===== src/dotp_pkg.sv =====
package dotp_pkg;

  // --------------------
  // Format constants
  // --------------------
  // Half precision, 1 sign, 5 exponent and 10 mantissa bits
  localparam int unsigned EXP_BITS = 5;
  localparam int unsigned MAN_BITS = 10;
  localparam int unsigned WIDTH    = 1 + EXP_BITS + MAN_BITS;
  localparam int unsigned BIAS     = 15;

  // Precision with the implicit bit
  localparam int unsigned PREC_BITS   = MAN_BITS + 1;
  // Aligned sum, 4p+4 bits including round and sticky slots
  localparam int unsigned SUM_WIDTH   = 4 * PREC_BITS + 4;
  // Signed internal exponent, room for product exponents and LZC
  localparam int unsigned EXP_WIDTH   = EXP_BITS + 2;
  // Alignment and normalization shifts reach up to SUM_WIDTH
  localparam int unsigned SHAMT_WIDTH = $clog2(SUM_WIDTH + 1);

  // Canonical quiet NaN
  localparam logic [WIDTH-1:0] QNAN = {1'b0, {EXP_BITS{1'b1}}, 1'b1, {(MAN_BITS-1){1'b0}}};

  // --------------------
  // Types
  // --------------------
  typedef enum logic {
    RNE = 1'b0,
    RTZ = 1'b1
  } roundmode_e;

  // IEEE exception flags, NV in the MSB
  typedef struct packed {
    logic NV;
    logic DZ;
    logic OF;
    logic UF;
    logic NX;
  } status_t;

  // Decode to execute
  typedef struct packed {
    logic [3:0][PREC_BITS-1:0]   mant;
    logic                        eff_sub;
    logic                        tent_sign;
    logic signed [EXP_WIDTH-1:0] exp_prod_x;
    logic signed [EXP_WIDTH-1:0] exp_diff;
    logic signed [EXP_WIDTH-1:0] tent_exp;
    logic [SHAMT_WIDTH-1:0]      addend_shamt;
    roundmode_e                  rnd_mode;
    logic                        is_special;
    logic [WIDTH-1:0]            special_result;
    status_t                     special_status;
  } dec_pld_t;

  // Execute to result
  typedef struct packed {
    logic [SUM_WIDTH-1:0]        sum;
    logic                        sticky_before_add;
    logic                        final_sign;
    logic signed [EXP_WIDTH-1:0] exp_prod_x;
    logic signed [EXP_WIDTH-1:0] exp_diff;
    logic signed [EXP_WIDTH-1:0] tent_exp;
    logic [SHAMT_WIDTH-1:0]      addend_shamt;
    logic                        eff_sub;
    roundmode_e                  rnd_mode;
    logic                        is_special;
    logic [WIDTH-1:0]            special_result;
    status_t                     special_status;
  } exe_pld_t;

  // Final result
  typedef struct packed {
    logic [WIDTH-1:0] result;
    status_t          status;
  } out_pld_t;

endpackage


===== src/dotp_stage_reg.sv =====
`timescale 1ns/100ps

module dotp_stage_reg #(
  parameter type         payload_t = logic,
  parameter int unsigned TagWidth  = 4
) (
  input  logic                clk_i,
  input  logic                rst_n_i,
  // Upstream side
  input  logic                valid_i,
  output logic                ready_o,
  input  payload_t            pld_i,
  input  logic [TagWidth-1:0] tag_i,
  // Downstream side
  output logic                valid_o,
  input  logic                ready_i,
  output payload_t            pld_o,
  output logic [TagWidth-1:0] tag_o
);

  logic                valid_q;
  payload_t            pld_q;
  logic [TagWidth-1:0] tag_q;

  // Free slot, or the current item leaves this cycle
  assign ready_o = ready_i | ~valid_q;

  // Only the valid bit is control state
  always_ff @(posedge clk_i) begin
    if (!rst_n_i) begin
      valid_q <= 1'b0;
    end else if (ready_o) begin
      valid_q <= valid_i;
    end
  end

  // Capture data on an accepted handshake only
  always_ff @(posedge clk_i) begin
    if (ready_o && valid_i) begin
      pld_q <= pld_i;
      tag_q <= tag_i;
    end
  end

  assign valid_o = valid_q;
  assign pld_o   = pld_q;
  assign tag_o   = tag_q;

endmodule


===== src/dotp_decode.sv =====
`timescale 1ns/100ps

module dotp_decode (
  input  logic [3:0][dotp_pkg::WIDTH-1:0] operands_i,
  input  logic                            op_mod_i,
  input  dotp_pkg::roundmode_e            rnd_mode_i,
  output dotp_pkg::dec_pld_t              pld_o
);

  localparam int EB   = dotp_pkg::EXP_BITS;
  localparam int MB   = dotp_pkg::MAN_BITS;
  localparam int P    = dotp_pkg::PREC_BITS;
  localparam int EW   = dotp_pkg::EXP_WIDTH;
  localparam int SHW  = dotp_pkg::SHAMT_WIDTH;
  localparam int BIAS = dotp_pkg::BIAS;

  // --------------------
  // Classification
  // --------------------
  logic [3:0]         op_sign;
  logic [3:0][EB-1:0] exp_f;
  logic [3:0][MB-1:0] man_f;
  logic [3:0]         is_zero, is_inf, is_nan, is_snan, is_normal;
  logic [3:0][P-1:0]  mant;

  always_comb begin : classify
    for (int i = 0; i < 4; i++) begin
      op_sign[i]   = operands_i[i][dotp_pkg::WIDTH-1];
      exp_f[i]     = operands_i[i][dotp_pkg::WIDTH-2 -: EB];
      man_f[i]     = operands_i[i][MB-1:0];
      // Subnormals land here too and count as zero
      is_zero[i]   = (exp_f[i] == '0);
      is_inf[i]    = (exp_f[i] == '1) && (man_f[i] == '0);
      is_nan[i]    = (exp_f[i] == '1) && (man_f[i] != '0);
      // Quiet bit is the mantissa MSB
      is_snan[i]   = is_nan[i] && !man_f[i][MB-1];
      is_normal[i] = !is_zero[i] && (exp_f[i] != '1);
      mant[i]      = is_normal[i] ? {1'b1, man_f[i]} : '0;
    end
    // DOTPN negates c and with it the second product
    op_sign[2] = op_sign[2] ^ op_mod_i;
  end

  // Product-level view
  logic sign_x, sign_y, inf_x, inf_y, zero_x, zero_y;
  logic eff_sub;

  assign sign_x  = op_sign[0] ^ op_sign[1];
  assign sign_y  = op_sign[2] ^ op_sign[3];
  assign inf_x   = is_inf[0] | is_inf[1];
  assign inf_y   = is_inf[2] | is_inf[3];
  assign zero_x  = is_zero[0] | is_zero[1];
  assign zero_y  = is_zero[2] | is_zero[3];
  // Products of opposite sign mean a subtraction
  assign eff_sub = sign_x ^ sign_y;

  // --------------------
  // Special cases
  // --------------------
  logic                    is_special;
  logic [dotp_pkg::WIDTH-1:0] special_result;
  dotp_pkg::status_t       special_status;

  always_comb begin : special_cases
    special_result = dotp_pkg::QNAN;
    special_status = '0;
    is_special     = 1'b0;
    // inf*0 is invalid even next to a quiet NaN
    if ((inf_x && zero_x) || (inf_y && zero_y)) begin
      is_special        = 1'b1;
      special_status.NV = 1'b1;
    end else if (|is_nan) begin
      is_special        = 1'b1;
      special_status.NV = |is_snan;
    end else if (inf_x || inf_y) begin
      is_special = 1'b1;
      if (inf_x && inf_y && eff_sub) begin
        special_status.NV = 1'b1;  // inf - inf
      end else if (inf_x) begin
        special_result = {sign_x, {EB{1'b1}}, {MB{1'b0}}};
      end else begin
        special_result = {sign_y, {EB{1'b1}}, {MB{1'b0}}};
      end
    end
  end

  // --------------------
  // Exponent path
  // --------------------
  logic signed [EW-1:0] exp_x, exp_y, exp_diff, tent_exp;
  logic [SHW-1:0]       addend_shamt;

  // Biased product exponents, zero products pinned to the minimum
  assign exp_x = zero_x ? EW'(2 - BIAS) : EW'(int'(exp_f[0]) + int'(exp_f[1]) - BIAS);
  assign exp_y = zero_y ? EW'(2 - BIAS) : EW'(int'(exp_f[2]) + int'(exp_f[3]) - BIAS);

  assign exp_diff = exp_y - exp_x;
  assign tent_exp = (exp_diff > 0) ? exp_y : exp_x;

  always_comb begin : align_shift
    if (exp_diff <= -2 * P - 1) begin
      // Second product only reaches the sticky bit
      addend_shamt = SHW'(4 * P + 4);
    end else if (exp_diff <= 2 * P + 2) begin
      addend_shamt = SHW'(2 * P + 2 - int'(exp_diff));
    end else begin
      // Second product anchors the sum
      addend_shamt = '0;
    end
  end

  always_comb begin : pack_payload
    pld_o.mant           = mant;
    pld_o.eff_sub        = eff_sub;
    pld_o.tent_sign      = sign_x;
    pld_o.exp_prod_x     = exp_x;
    pld_o.exp_diff       = exp_diff;
    pld_o.tent_exp       = tent_exp;
    pld_o.addend_shamt   = addend_shamt;
    pld_o.rnd_mode       = rnd_mode_i;
    pld_o.is_special     = is_special;
    pld_o.special_result = special_result;
    pld_o.special_status = special_status;
  end

endmodule


===== src/dotp_execute.sv =====
`timescale 1ns/100ps

module dotp_execute (
  input  dotp_pkg::dec_pld_t pld_i,
  output dotp_pkg::exe_pld_t pld_o
);

  localparam int P  = dotp_pkg::PREC_BITS;
  localparam int SW = dotp_pkg::SUM_WIDTH;

  // --------------------
  // Products
  // --------------------
  logic [2*P-1:0] prod_x, prod_y;
  logic [SW-1:0]  prod_x_sh;

  assign prod_x = pld_i.mant[0] * pld_i.mant[1];
  assign prod_y = pld_i.mant[2] * pld_i.mant[3];

  // First product sits above the round and sticky slots
  assign prod_x_sh = SW'(prod_x) << 2;

  // --------------------
  // Alignment
  // --------------------
  logic [SW-1:0] addend_al;
  logic [P-1:0]  addend_stk;
  logic          sticky;
  logic [SW-1:0] addend;
  logic          inject_carry;

  // Second product starts at the top, up to p bits fall into the sticky field
  assign {addend_al, addend_stk} = {prod_y, {(3*P+4){1'b0}}} >> pld_i.addend_shamt;
  assign sticky = |addend_stk;

  // One's complement here, the +1 comes in as carry unless bits were lost
  assign addend       = pld_i.eff_sub ? ~addend_al : addend_al;
  assign inject_carry = pld_i.eff_sub & ~sticky;

  // --------------------
  // Adder
  // --------------------
  logic [SW:0]   sum_raw;
  logic          carry;
  logic [SW-1:0] sum;
  logic          final_sign;

  assign sum_raw = {1'b0, prod_x_sh} + {1'b0, addend} + (SW+1)'(inject_carry);
  assign carry   = sum_raw[SW];

  // No carry in a subtraction means the result went negative
  assign sum = (pld_i.eff_sub && !carry) ? -sum_raw[SW-1:0] : sum_raw[SW-1:0];
  assign final_sign = pld_i.eff_sub ? (pld_i.tent_sign ^ ~carry) : pld_i.tent_sign;

  always_comb begin : pack_payload
    pld_o.sum               = sum;
    pld_o.sticky_before_add = sticky;
    pld_o.final_sign        = final_sign;
    pld_o.exp_prod_x        = pld_i.exp_prod_x;
    pld_o.exp_diff          = pld_i.exp_diff;
    pld_o.tent_exp          = pld_i.tent_exp;
    pld_o.addend_shamt      = pld_i.addend_shamt;
    pld_o.eff_sub           = pld_i.eff_sub;
    pld_o.rnd_mode          = pld_i.rnd_mode;
    pld_o.is_special        = pld_i.is_special;
    pld_o.special_result    = pld_i.special_result;
    pld_o.special_status    = pld_i.special_status;
  end

endmodule


===== src/dotp_result.sv =====
`timescale 1ns/100ps

module dotp_result (
  input  dotp_pkg::exe_pld_t pld_i,
  output dotp_pkg::out_pld_t pld_o
);

  localparam int P   = dotp_pkg::PREC_BITS;
  localparam int EB  = dotp_pkg::EXP_BITS;
  localparam int MB  = dotp_pkg::MAN_BITS;
  localparam int EW  = dotp_pkg::EXP_WIDTH;
  localparam int SHW = dotp_pkg::SHAMT_WIDTH;
  localparam int SW  = dotp_pkg::SUM_WIDTH;
  // Lower 2p+3 sum bits hold every product-anchored or cancelling result
  localparam int LW  = 2 * P + 3;
  localparam int LZW = $clog2(LW + 1);
  // Two spare bits above the sum catch addend-anchored carries
  localparam int NW  = SW + 2;

  // --------------------
  // Leading zero count
  // --------------------
  logic [LZW-1:0] lzc;

  always_comb begin : lead_zero_count
    logic found;
    found = 1'b0;
    lzc   = '0;
    for (int i = LW - 1; i >= 0; i--) begin
      if (!found) begin
        if (pld_i.sum[i]) found = 1'b1;
        else lzc = lzc + 1'b1;
      end
    end
  end

  // --------------------
  // Normalization
  // --------------------
  logic                 prod_anchored;
  logic [SHW-1:0]       norm_shamt;
  logic signed [EW-1:0] norm_exp;
  logic [NW-1:0]        sh;

  assign prod_anchored = (pld_i.exp_diff <= 0)
                         || (pld_i.eff_sub && (pld_i.exp_diff <= 2) && !pld_i.sum[LW]);

  always_comb begin : norm_shift_amount
    if (prod_anchored) begin
      // Leading one to bit SW-1, bit 2p is the unit of the first product
      norm_shamt = SHW'(SW - LW + int'(lzc));
      norm_exp   = EW'(int'(pld_i.exp_prod_x) + (LW - 1 - 2 * P) - int'(lzc));
    end else begin
      // Undo the alignment, second product unit lands on bit SW-1
      norm_shamt = pld_i.addend_shamt + 1'b1;
      norm_exp   = pld_i.tent_exp;
    end
  end

  assign sh = {2'b00, pld_i.sum} << norm_shamt;

  // Small fix-up, leading one sits within two bits of SW-1
  logic [P:0]           mant_w;
  logic                 sticky_w;
  logic signed [EW-1:0] final_exp;

  always_comb begin : small_norm
    if (sh[NW-1]) begin
      mant_w    = sh[NW-1 -: P+1];
      sticky_w  = |sh[NW-P-2:0];
      final_exp = norm_exp + EW'(2);
    end else if (sh[NW-2]) begin
      mant_w    = sh[NW-2 -: P+1];
      sticky_w  = |sh[NW-P-3:0];
      final_exp = norm_exp + EW'(1);
    end else if (sh[NW-3]) begin
      mant_w    = sh[NW-3 -: P+1];
      sticky_w  = |sh[NW-P-4:0];
      final_exp = norm_exp;
    end else begin
      // Cancellation left of the anchor
      mant_w    = sh[NW-4 -: P+1];
      sticky_w  = |sh[NW-P-5:0];
      final_exp = norm_exp - EW'(1);
    end
  end

  // --------------------
  // Rounding
  // --------------------
  logic sum_zero, flushed, of_before, of_after;
  logic [EB-1:0]    pre_exp;
  logic [MB-1:0]    pre_man;
  logic             round_bit, sticky_bit, round_up;
  logic [EB+MB-1:0] rounded_abs;
  logic             res_sign;
  dotp_pkg::status_t reg_status;

  assign sum_zero  = (pld_i.sum == '0);
  assign flushed   = !sum_zero && (final_exp <= 0);
  assign of_before = !sum_zero && (final_exp >= 2**EB - 1);

  always_comb begin : pre_round
    if (of_before) begin
      // Largest normal, round and sticky forced
      pre_exp    = EB'(2**EB - 2);
      pre_man    = '1;
      round_bit  = 1'b1;
      sticky_bit = 1'b1;
    end else if (flushed || sum_zero) begin
      pre_exp    = '0;
      pre_man    = '0;
      round_bit  = 1'b0;
      sticky_bit = 1'b0;
    end else begin
      pre_exp    = final_exp[EB-1:0];
      pre_man    = mant_w[MB:1];
      round_bit  = mant_w[0];
      sticky_bit = sticky_w | pld_i.sticky_before_add;
    end
  end

  // RNE ties go to even, RTZ never rounds up
  assign round_up    = (pld_i.rnd_mode == dotp_pkg::RNE) && round_bit && (sticky_bit || pre_man[0]);
  assign rounded_abs = {pre_exp, pre_man} + (EB+MB)'(round_up);
  assign of_after    = (rounded_abs[EB+MB-1 -: EB] == '1);
  // x - x gives +0
  assign res_sign    = (sum_zero && pld_i.eff_sub) ? 1'b0 : pld_i.final_sign;

  assign reg_status.NV = 1'b0;
  assign reg_status.DZ = 1'b0;
  assign reg_status.OF = of_before | of_after;
  assign reg_status.UF = flushed;
  assign reg_status.NX = round_bit | sticky_bit | of_before | of_after | flushed;

  assign pld_o.result = pld_i.is_special ? pld_i.special_result : {res_sign, rounded_abs};
  assign pld_o.status = pld_i.is_special ? pld_i.special_status : reg_status;

endmodule


===== src/dotp_top.sv =====
`timescale 1ns/100ps

module dotp_top #(
  parameter int unsigned TagWidth = 4
) (
  input  logic                            clk_i,
  input  logic                            rst_n_i,
  // Input handshake
  input  logic                            in_valid_i,
  output logic                            in_ready_o,
  // Operands, a in slot 0
  input  logic [3:0][dotp_pkg::WIDTH-1:0] operands_i,
  input  logic                            op_mod_i,
  input  dotp_pkg::roundmode_e            rnd_mode_i,
  input  logic [TagWidth-1:0]             tag_i,
  // Result
  output logic [dotp_pkg::WIDTH-1:0]      result_o,
  output dotp_pkg::status_t               status_o,
  output logic [TagWidth-1:0]             tag_o,
  // Output handshake
  output logic                            out_valid_o,
  input  logic                            out_ready_i
);

  dotp_pkg::dec_pld_t  dec_pld, dec_pld_q;
  dotp_pkg::exe_pld_t  exe_pld, exe_pld_q;
  dotp_pkg::out_pld_t  out_pld, out_pld_q;
  logic                dec_valid_q, exe_valid_q;
  logic                exe_ready, res_ready;
  logic [TagWidth-1:0] dec_tag_q, exe_tag_q;

  // --------------------
  // Decode stage
  // --------------------
  dotp_decode u_decode (
    .operands_i (operands_i),
    .op_mod_i   (op_mod_i),
    .rnd_mode_i (rnd_mode_i),
    .pld_o      (dec_pld)
  );

  dotp_stage_reg #(.payload_t(dotp_pkg::dec_pld_t), .TagWidth(TagWidth)) u_reg_dec (
    .clk_i, .rst_n_i,
    .valid_i (in_valid_i),  .ready_o (in_ready_o), .pld_i (dec_pld),   .tag_i (tag_i),
    .valid_o (dec_valid_q), .ready_i (exe_ready),  .pld_o (dec_pld_q), .tag_o (dec_tag_q)
  );

  // --------------------
  // Execute stage
  // --------------------
  dotp_execute u_execute (
    .pld_i (dec_pld_q),
    .pld_o (exe_pld)
  );

  dotp_stage_reg #(.payload_t(dotp_pkg::exe_pld_t), .TagWidth(TagWidth)) u_reg_exe (
    .clk_i, .rst_n_i,
    .valid_i (dec_valid_q), .ready_o (exe_ready), .pld_i (exe_pld),   .tag_i (dec_tag_q),
    .valid_o (exe_valid_q), .ready_i (res_ready), .pld_o (exe_pld_q), .tag_o (exe_tag_q)
  );

  // --------------------
  // Result stage
  // --------------------
  dotp_result u_result (
    .pld_i (exe_pld_q),
    .pld_o (out_pld)
  );

  // Last register faces the consumer
  dotp_stage_reg #(.payload_t(dotp_pkg::out_pld_t), .TagWidth(TagWidth)) u_reg_out (
    .clk_i, .rst_n_i,
    .valid_i (exe_valid_q), .ready_o (res_ready),   .pld_i (out_pld),   .tag_i (exe_tag_q),
    .valid_o (out_valid_o), .ready_i (out_ready_i), .pld_o (out_pld_q), .tag_o (tag_o)
  );

  assign result_o = out_pld_q.result;
  assign status_o = out_pld_q.status;

endmodule


===== config.mk =====
export PLATFORM = sky130hd
export DESIGN_NAME = dotp_top
export DESIGN_NICKNAME = d
export VERILOG_FILES = /design/src/dotp_pkg.sv /design/src/dotp_stage_reg.sv /design/src/dotp_decode.sv /design/src/dotp_execute.sv /design/src/dotp_result.sv /design/src/dotp_top.sv
export SDC_FILE = /design/constraint.sdc
export NUM_CORES = 1
export LEC_CHECK = 0
export ABC_AREA = 1
export BUFFER_PORTS_ARGS = -buffer_cell sky130_fd_sc_hd__buf_2
export CORE_ASPECT_RATIO = 2
export CORE_MARGIN = 4
export CORE_UTILIZATION = 44
export DETAILED_ROUTE_END_ITERATION = 16
export HOLD_SLACK_MARGIN = 0.1
export PLACE_DENSITY_LB_ADDON = 0.3
export SYNTH_ARGS = -nofsm -noshare
export SYNTH_HDL_FRONTEND = slang
export SYNTH_SLANG_ARGS = --single-unit

===== constraint.sdc =====
create_clock -name clk_i -period 19 [get_ports clk_i]
set_input_delay 2.85 -clock clk_i [delete_from_list [all_inputs] [get_ports clk_i]]
set_output_delay 2.85 -clock clk_i [all_outputs]
set_load 0.01 [all_outputs]

== Yosys cells after proc, flatten, opt, wreduce, memory -nomap -nowiden ==
Cells that the tools add are included.
Cells by class
  add/subtract/negate cells: 41
  shift-type cells: 2
  reduce and logical (&&, ||, !) cells: 70
  mux-type cells: 133
  div/mod/pow operators: 0
  bitwise operators: 28
  equal/unequal tests: 9
  $mul: 2
  magnitude comparators: 7
Operators by type and width (number)
  2-to-1 mux 5 bit: 50
  adder 5 x 1 -> 5 bit (second input constant): 23
  2-to-1 mux 48 bit: 2
  2-to-1 mux 11 bit: 7
  2-to-1 mux 1 bit: 61
  >> shifter 59 x 6 -> 59 bit: 1
  << shifter 48 x 6 -> 50 bit: 1
  adder 24 x 48 -> 49 bit: 1
  adder 49 x 1 -> 49 bit: 1
  2-to-1 mux 7 bit: 7
  logical NOT 48 bit: 1
  negation 48 bit: 1
  inverter 48 bit: 1
  multiplier 11 x 11 -> 22 bit: 2
  logical NOT 10 bit: 4
  nonzero test 10 bit: 4
  OR reduction 38 bit: 1
  OR reduction 37 bit: 1
  OR reduction 36 bit: 1
  OR reduction 35 bit: 1
  2-to-1 mux 16 bit: 2
  logical AND 1 bit: 31
  == test 5 bit (second input constant): 5
  logical NOT 5 bit: 4
  other kinds (31): 79
Word-level totals
  input port bits: 74
  output and inout bits: 27
  bits in read-only memories: 0
  memory bits (writable): 0
  bits in latches: 0
  word-level logic and storage cells: 334
  memories kept: 0
  flip-flop bits (word level): 224

== Logic depth before layout (Yosys ltp) ==
Gate-level depths: netlist (run 1).
  depth after elaboration: 90
  depth in mapped cells: 117
  mapped depth without buffers: 114

== By module ==
A second synthesis (run 1) with hierarchy kept.
Second synthesis, totals
  cell total of the unflattened synthesis: 4742
  area total of the unflattened synthesis: 32293.5 um^2
Modules (own cells, without submodules)
  dotp_execute: times used 1, sequential area each 0.0 um^2, cells each 2510, area an instance 15293.4 um^2
  dotp_result: times used 1, sequential area each 0.0 um^2, cells each 1562, area an instance 7632.3 um^2
  dotp_stage_reg (u_reg_exe): times used 1, sequential area each 3173.0 um^2, cells each 112, area an instance 3204.3 um^2
  dotp_stage_reg (u_reg_dec): times used 1, sequential area each 3022.9 um^2, cells each 107, area an instance 3054.2 um^2
  dotp_decode: times used 1, sequential area each 0.0 um^2, cells each 419, area an instance 2307.2 um^2
  dotp_stage_reg (u_reg_out): times used 1, sequential area each 770.7 um^2, cells each 32, area an instance 802.0 um^2

== Worst setup path after synthesis (run 1) ==
Ideal clock, no wire load.
  path kind: flip-flop to flip-flop
  start: reg u_reg_exe.pld_q, in the netlist u_reg_exe.pld_o[75]
  end: reg u_reg_out.pld_q, in the netlist u_reg_out.pld_o[9], data pin
  slack: 3.516 ns
  arrival time: 15.225 ns
  period minus slack after synthesis: 15.484 ns
  library setup time: 0.259 ns
  buffers on the path: 1
  data required time: 18.741 ns
  cell stages (with the launch flop): 111
  cells stage by stage: edfxtp_1 > a21oi_1 > ha_1 > inv_1 > a21oi_1 > ha_1 > inv_1 > nand2_1 > nand2_1 > inv_1 > ha_1 > nand2_1 > nand2_1 > ha_1 > or2_2 > nand2_1 > inv_1 > ha_1 > [75 not listed] > nor4_1 > nand2_1 > or2_2 > a21oi_1 > o21ai_1 > nand2_1 > nand2_1 > clkinv_2 > nand2_2 > buf_6 > nand2_2 > nand3_4 > inv_1 > ha_1 > a21boi_0 > nand2_1 > o21ai_0 > a21oi_1
Between the ends
  longest elaborated chain between the ends: 83
  elaborated cells between the ends (all ways): 131
  classes of those cells: add/sub (28); order compare (2); shift (1); mux (87); bitwise (1); reduce/logical (12)
RTL lines
  from (decl): RTL line dotp_stage_reg.sv:22  | payload_t pld_q;
  from (signal assigned): RTL line dotp_stage_reg.sv:40  | pld_q <= pld_i;
  2-to-1 mux 5 bit: RTL line dotp_result.sv:31  | if (pld_i.sum[i]) found = 1'b1;
  2-to-1 mux 5 bit: RTL line dotp_result.sv:30  | if (!found) begin
  adder 5 x 1 -> 5 bit: RTL line dotp_result.sv:32  | else lzc = lzc + 1'b1;
  2-to-1 mux 5 bit: RTL line dotp_result.sv:31
  2-to-1 mux 5 bit: RTL line dotp_result.sv:30
  adder 5 x 1 -> 5 bit: RTL line dotp_result.sv:32
  2-to-1 mux 5 bit: RTL line dotp_result.sv:31
  2-to-1 mux 5 bit: RTL line dotp_result.sv:30
  [67 not listed]
  logical AND 1 bit: RTL line dotp_result.sv:100  | assign flushed = !sum_zero && (final_exp <= 0);
  logical OR 1 bit: RTL line dotp_result.sv:110  | end else if (flushed || sum_zero) begin
  2-to-1 mux 1 bit or 2-to-1 mux 10 bit (tied branches): RTL line dotp_result.sv:110
  2-to-1 mux 1 bit or 2-to-1 mux 10 bit (tied branches): RTL line dotp_result.sv:104  | if (of_before) begin
  logical AND 1 bit or logical OR 1 bit (tied branches): RTL line dotp_result.sv:124  | assign round_up = (pld_i.rnd_mode == dotp_pkg::RNE) && round_bit && (sticky_bit || pre_man[0]);
  logical AND 1 bit: RTL line dotp_result.sv:124
  adder 15 x 1 -> 15 bit *: RTL line dotp_result.sv:125  | assign rounded_abs = {pre_exp, pre_man} + (EB+MB)'(round_up);
  2-to-1 mux 16 bit *: RTL line dotp_result.sv:136  | assign pld_o.result = pld_i.is_special ? pld_i.special_result : {res_sign, rounded_abs};
  to (signal assigned): RTL line dotp_stage_reg.sv:40
  to (decl): RTL line dotp_stage_reg.sv:22
Every way passes the cells marked *; elsewhere a longest branch is shown, timed or not.
A chain may end at the register's enable or synchronous reset.

== Worst setup path after layout (run 1) ==
  start: reg u_reg_exe.pld_q, in the netlist u_reg_exe.pld_o[75]
  end: reg u_reg_out.pld_q, in the netlist u_reg_out.pld_o[0], data pin
Between the ends
  longest elaborated chain between the ends: 85
  elaborated cells between the ends (all ways): 137
  classes of those cells: add/sub (28); order compare (2); eq/ne (1); shift (1); mux (88); bitwise (5); reduce/logical (12)
RTL lines
  2-to-1 mux 5 bit: RTL line dotp_result.sv:31
  2-to-1 mux 5 bit: RTL line dotp_result.sv:30
  adder 5 x 1 -> 5 bit: RTL line dotp_result.sv:32
  2-to-1 mux 5 bit: RTL line dotp_result.sv:31
  2-to-1 mux 5 bit: RTL line dotp_result.sv:30
  adder 5 x 1 -> 5 bit: RTL line dotp_result.sv:32
  2-to-1 mux 5 bit: RTL line dotp_result.sv:31
  2-to-1 mux 5 bit: RTL line dotp_result.sv:30
  [69 not listed]
  2-to-1 mux 1 bit or 2-to-1 mux 10 bit (tied branches): RTL line dotp_result.sv:110
  2-to-1 mux 1 bit or 2-to-1 mux 10 bit (tied branches): RTL line dotp_result.sv:104
  logical AND 1 bit or logical OR 1 bit (tied branches): RTL line dotp_result.sv:124
  logical AND 1 bit: RTL line dotp_result.sv:124
  adder 15 x 1 -> 15 bit: RTL line dotp_result.sv:125
  == test 5 bit: RTL line dotp_result.sv:126  | assign of_after = (rounded_abs[EB+MB-1 -: EB] == '1);
  OR 1 bit: RTL line dotp_result.sv:134  | assign reg_status.NX = round_bit | sticky_bit | of_before | of_after | flushed;
  OR 1 bit *: RTL line dotp_result.sv:134
Marks and branches as above.

==> flow_metrics.py, run 1 <==
metrics = {
    "outcome": {
        "outcome": "complete, no violations",
    },
    "setup_path": {
        "r2r_cells": 108,
        "startpoint_type": "flip-flop",
        "crit_buf_inv": 18,
        "crit_type": "flip-flop to flip-flop",
        "path_max_fanout": 24,
        "arrival_ns": 17.55,
        "end_kind": "flip-flop",
        "r2r-end": "u_reg_out.pld_o[0]$_SDFFCE_PP0P_",
        "rr_startpoint": "u_reg_exe.pld_o[75]$_DFFE_PP_",
        "cpLargestDelayFamily": "simple AND/OR/NAND/NOR gates",
        "required_ns": 19.22,
        "cp_common_cell": "nand2_1",
        "slowest_delay_ns": 0.47,
        "slowest_stage": "edfxtp_1",
        "reg2reg_slack_ns": 1.67,
    },
    "global_routing": {
        "grtUsageTotal_pct": 22.0,
        "grt_max_degree": 74,
        "grt_pass1_wl_um": 122000,
        "grt_overflow_total": 0,
        "grt_pass1_vias": 25300,
        "antenna_found_initial": 0,
    },
    "route": {
        "wl_met2_um": 41700,
        "vias_per_cell": 5.11,
        "via_count": 25100,
        "met3WireLength_um": 1860,
        "drt-met1-wl_um": 25300,
        "routedWlPerCell_um": 15.3,
        "wl_um": 75400,
        "drtPass1Iterations": 5,
        "drt-initial-drc-count": 1075,
        "highest_layer": "met4",
        "ant_nets": 0,
        "drc": 0,
    },
    "sta": {
        "finalSetupViolations": 0,
        "slew_viol_final": 0,
        "slew_headroom_pct": 32.4,
        "hold_viol": 0,
        "max_freq_mhz": 57.7,
        "min_period_ns": 17.33,
        "period_share_pct": 91.2,
        "rsz0062_at_grt": "false",
        "max_slew.worst_pin.slew_ns": 1.01,
        "hold_slack_ns": 0.416,
        "tns_ns": 0,
        "clock_skew_ns": 0.0118,
    },
    "final_layout": {
        "nNetsFinal": 4545,
        "layout-drive-gt1-share_pct": 7.29,
        "stdcell_count": 4913,
        "fill_cells": 6558,
        "area_delta_synth_final_pct": 5.72,
        "antenna_cells": 0,
    },
    "yosys": {
        "yosysUniqueCellTypes": 67,
        "synth_mux_area_share_pct": 0.178,
        "synth_seq_cells": 196,
        "syn_nets": 4554,
        "ys_seq_area_share_pct": 20.8,
        "syn_area_um2": 28200,
        "synth_top_area_share_pct": 20.6,
        "yosys.area.top_type": "edfxtp_1",
        "synthTopCellsByArea": "edfxtp_1 21%, nand2_1 14%, fa_1 12%, inv_1 11%, ha_1 9.1%",
        "synth_xor_area_share_pct": 6.81,
        "synth-compound-area-share_pct": 10.3,
        "synthArstFlopShare_pct": 0,
        "synthCells": 4111,
        "avgSynthCellArea_um2": 6.85,
        "synth_top_flop_cell": "edfxtp_1",
        "synth_warnings": 0,
        "synth-simple-area-share_pct": 27.4,
        "synth_top_family_by_area": "simple AND/OR/NAND/NOR gates",
        "synth-edff-count": 193,
        "synthAdderAreaFrac_pct": 20.8,
    },
    "worst_hold_path": {
        "worstHoldPathCells": 0,
        "min-delay-start": "u_reg_dec.pld_o[37]$_DFFE_PP_",
        "hold_class": "flip-flop to flip-flop",
        "worstHoldEndpoint": "u_reg_exe.pld_o[38]$_DFFE_PP_",
    },
    "clock_tree": {
        "clk_latency_ns": 0.48,
        "cts-root-buf": "clkbuf_16",
        "tritoncts": "built",
        "cts.htree.levels": 4,
        "clk_pin_slew_worst_paths_ns": 0.08,
        "post_cts_buffers": 0,
        "cts_sinks": 196,
        "cts_buffers": 17,
        "clockBufferDepth": 2,
    },
    "floorplan": {
        "fp-row-count": 131,
        "chipWidth_um": 187,
        "chipHeight_um": 366,
        "initial_core_util_pct": 44.3,
        "top_level_ports": 101,
        "die_area_um2": 68400,
        "core-area_um2": 63600,
    },
    "job": {
        "drv_cap": 0,
    },
    "placed_design": {
        "place_congestion": 0.958,
        "placed_cells": 4881,
        "portBuffers": 99,
        "hpwl_um": 63600,
    },
}
==> metal layers <==
metal | track usage (%) | up-vias
li1 | - | 12800
met1 | 20.1 | 11500
met2 | 43.8 | 531
met3 | 1.96 | 273
met4 | 16.4 | 0
met5 | 0 | -
==> cells in the mapped netlist, drive strengths merged, types with 8 or more instances <==
master  instances
xor2          169
a21oi         122
xnor2          47
edfxtp        193
fa            164
o22ai          17
nor4           33
clkinv         10
ha            205
nand4          37
a31oi          19
nand3         202
inv           859
nand2        1123
o211ai         11
o21ai         332
o21bai          8
clkbuf         97
nor2          298
buf            43
nor3           36
or2            30
==> layout make-up <==
type | count | area (um^2) | share of cell area (%)
clock buffer | 18 | 429 | 1.44
tap | 798 | 998 | 3.35
clock inverter | 14 | 179 | 0.601
multi-input combinational | 2906 | 18500 | 62.0
timing repair buffer | 112 | 597 | 2.00
inverter | 869 | 3270 | 11.0
sequential | 196 | 5860 | 19.7
==> sequential cells by signal, summed over array words and instances, names as in the netlist <==
signal             count
u_reg_out.tag_o        4
u_reg_out.pld_o       20
u_reg_exe.valid_o      1
u_reg_dec.tag_o        4
u_reg_dec.valid_o      1
u_reg_out.valid_o      1
u_reg_exe.tag_o        4
u_reg_dec.pld_o       78
u_reg_exe.pld_o       83
==> repair_timing <==
action | CTS | global route
gates resized for setup | 0 | 2
hold buffers | 0 | 0
endpoints found under the setup margin | 0 | 6
==> worst reg2reg max path: cells and delay by family (launching register included) <==
family	cells	cell delay, ns
and+or+nand+nor	52	6.46
adders and majority gates	24	6.42
buffers and inverters	18	1.70
DFF	1	0.47
AOI/OAI and AO/OA	14	2.06
==> worst max-delay path by stage <==
stage | cells after the start | startpoint | slack, ns | endpoint
floorplan | 110 | u_reg_exe.pld_o[75]$_DFFE_PP_ | 3.52 | u_reg_out.pld_o[9]$_SDFFCE_PP0P_
global placement | 109 | u_reg_exe.pld_o[75]$_DFFE_PP_ | 1.70 | u_reg_out.pld_o[2]$_SDFFCE_PP0P_
detailed placement | 109 | u_reg_exe.pld_o[75]$_DFFE_PP_ | 1.50 | u_reg_out.pld_o[0]$_SDFFCE_PP0P_
CTS | 109 | u_reg_exe.pld_o[75]$_DFFE_PP_ | 1.49 | u_reg_out.pld_o[0]$_SDFFCE_PP0P_
global route | 105 | u_reg_exe.pld_o[75]$_DFFE_PP_ | 0.11 | u_reg_out.pld_o[9]$_SDFFCE_PP0P_
finish | 108 | u_reg_exe.pld_o[75]$_DFFE_PP_ | 1.67 | u_reg_out.pld_o[0]$_SDFFCE_PP0P_
==> cell families after synthesis <==
group	count (synthesis)
AO/OA/AOI/OAI	539
XOR/XNOR	216
adder cells (fa/ha/maj)	369
buffers and inverters	1009
flip-flops	196
multiplexers	5
other	1
AND/OR/NAND/NOR	1776
==> stage by stage <==
| step | utilization (%) | instance area (um^2) | setup slack [ns] |
|---|---|---|---|
| finish | 46.8 | 29800 | 1.67 |
| CTS | 46.8 | 29800 | 1.49 |
| global route | 46.8 | 29800 | 0.107 |
| detailed placement | 45.9 | 29200 | 1.50 |
| floorplan | - | 28200 | 3.52 |
| global placement | 45.9 | 29200 | 1.70 |
==> placed cells by master, fill, tap and decap left out, drive strengths merged, types with 4 or more instances in the layout <==
cell,netlist,final
nand2,1123,1123
inv,859,864
o21ai,332,332
nor2,298,298
ha,205,205
nand3,202,202
edfxtp,193,193
xor2,169,169
fa,164,164
a21oi,122,122
buf,43,112
xnor2,47,47
nand4,37,37
nor3,36,36
nor4,33,33
or2,30,30
a31oi,19,19
clkbuf,97,18
clkinv,10,18
o22ai,17,17
o211ai,11,11
o21bai,8,8
a21o,7,7
nand3b,5,5
mux2i,5,5
nor3b,4,4
Power of run 1 is left out: the tool's default activity adds up to more than one toggle a clock period on the data nets, which glitch-free logic cannot reach.
==> run 2, diff against run 1 <==
PLACE_DENSITY_LB_ADDON = 0.1   (was 0.3)
==> flow_metrics.py, run 2 (synthesized netlist as in run 1, its figures left out) <==
metrics = {
    "outcome": {
        "outcome": "complete, no violations",
    },
    "floorplan": {
        "core-area_um2": 63600,
        "chipHeight_um": 366,
        "chipWidth_um": 187,
        "fp-row-count": 131,
        "top_level_ports": 101,
        "initial_core_util_pct": 44.3,
        "die_area_um2": 68400,
    },
    "final_layout": {
        "final_util_pct": 46.9,
        "largest_reg_flops": 83,
        "layout_commonest_cell": "nand2_1",
        "nNetsFinal": 4548,
        "antenna_cells": 0,
        "layout-drive-gt1-share_pct": 7.41,
        "layout_common_cells": "1079 x nand2_1, 823 x inv_1, 277 x o21ai_0",
        "final_area_um2": 29800,
        "area_delta_synth_final_pct": 5.92,
    },
    "placed_design": {
        "place_congestion": 1.04,
        "place_area_um2": 29200,
        "preCtsSetupSlack_ns": 1.56,
        "portBuffers": 99,
        "hpwl_um": 65600,
    },
    "route": {
        "ant_nets": 0,
        "vias_per_cell": 5.07,
        "via_count": 24900,
        "routedWlPerCell_um": 15.7,
        "drt-initial-drc-count": 1067,
        "drc": 0,
        "wl_um": 77400,
        "drtPass1Iterations": 7,
    },
    "clock_tree": {
        "cts_sinks": 196,
        "tritoncts": "built",
        "clk_pin_slew_worst_paths_ns": 0.09,
        "clk_latency_ns": 0.47,
        "cts.hold.buffers_added": 0,
        "cts.htree.levels": 4,
        "cts-root-buf": "clkbuf_16",
        "cts_buffers": 17,
        "clockBufferDepth": 2,
    },
    "sta": {
        "worst_slack_ns": 1.82,
        "period_share_pct": 90.4,
        "tns_ns": 0,
        "clock_skew_ns": 0.0151,
        "finalSetupViolations": 0,
        "hold_viol": 0,
        "slew_viol_final": 0,
        "max_slew.worst_pin.slew_ns": 1.09,
        "slew_headroom_pct": 27.4,
        "min_period_ns": 17.18,
        "max_freq_mhz": 58.2,
    },
    "setup_path": {
        "arrival_ns": 17.40,
        "startpoint_type": "flip-flop",
        "slowest_stage": "edfxtp_1",
        "end_kind": "flip-flop",
        "slowest_delay_ns": 0.43,
        "cp_common_cell": "nand2_1",
        "path_max_fanout": 73,
        "required_ns": 19.21,
        "crit_type": "flip-flop to flip-flop",
    },
    "global_routing": {
        "grt_max_degree": 83,
        "grt_pass1_vias": 25400,
        "met3_usage_pct": 1.96,
        "grtUsageTotal_pct": 22.5,
        "gr-usage-met1_pct": 21.0,
        "grt_overflow_total": 0,
        "antenna_found_initial": 1,
        "grt_pass1_wl_um": 125000,
        "top_usage_layer": "met2",
        "grtUsageMet2_pct": 45.7,
    },
    "worst_hold_path": {
        "hold_class": "flip-flop to flip-flop",
    },
    "job": {
        "drv_cap": 0,
    },
}
[run 2: worst paths after layout]
| check | to | start | slack (ns) | depth (start not counted) |
|---|---|---|---|---|
| max | u_reg_out.pld_o[0]$_SDFFCE_PP0P_ | u_reg_exe.pld_o[76]$_DFFE_PP_ | 1.82 | 110 |
| min | u_reg_exe.tag_o[2]$_DFFE_PP_ | u_reg_dec.tag_o[2]$_DFFE_PP_ | 0.42 | 0 |
| max reg2reg | u_reg_out.pld_o[0]$_SDFFCE_PP0P_ | u_reg_exe.pld_o[76]$_DFFE_PP_ | 1.82 | 110 |
| min reg2reg | u_reg_exe.tag_o[2]$_DFFE_PP_ | u_reg_dec.tag_o[2]$_DFFE_PP_ | 0.42 | 0 |
[run 2: per-layer routing]
layer	share of wire, %	wire (um)
met5	0.017	13
met3	2.3	1800
met1	34	26400
met4	7.3	5630
met2	56	43500
[run 2: through the flow]
step / hold slack, ns / cells
after detailed placement: 0.405 / 4881
after global routing: 0.426 / 4916
final: 0.420 / 4916
after global placement: 0.400 / 4881
after CTS: 0.424 / 4913
after floorplan: 0.400 / 4111
[run 2: repair_timing]
action,CTS,global route
buffers inserted,0,2
endpoints found under the setup margin,0,6
resized for setup,0,8
[run 2: critical path: cells and delay by family, from the launching register on]
family / cells / cell delay, ns
adders and majority gates: 24 / 6.46
DFF: 1 / 0.43
and+or+nand+nor: 51 / 6.27
buffers and inverters: 20 / 1.85
AOI/OAI and AO/OA: 15 / 1.86
[run 2: final cells by class]
| cell class | count | area (um^2) |
|---|---|---|
| inverter | 869 | 3270 |
| multi-input combinational | 2906 | 18500 |
| timing repair buffer | 114 | 616 |
| tap | 798 | 998 |
| clock buffer | 17 | 425 |
| sequential | 196 | 5860 |
| timing repair inverter | 1 | 7.51 |
| fill | 6732 | 33700 |
| clock inverter | 15 | 201 |
Power of run 2 is left out for the same reason.
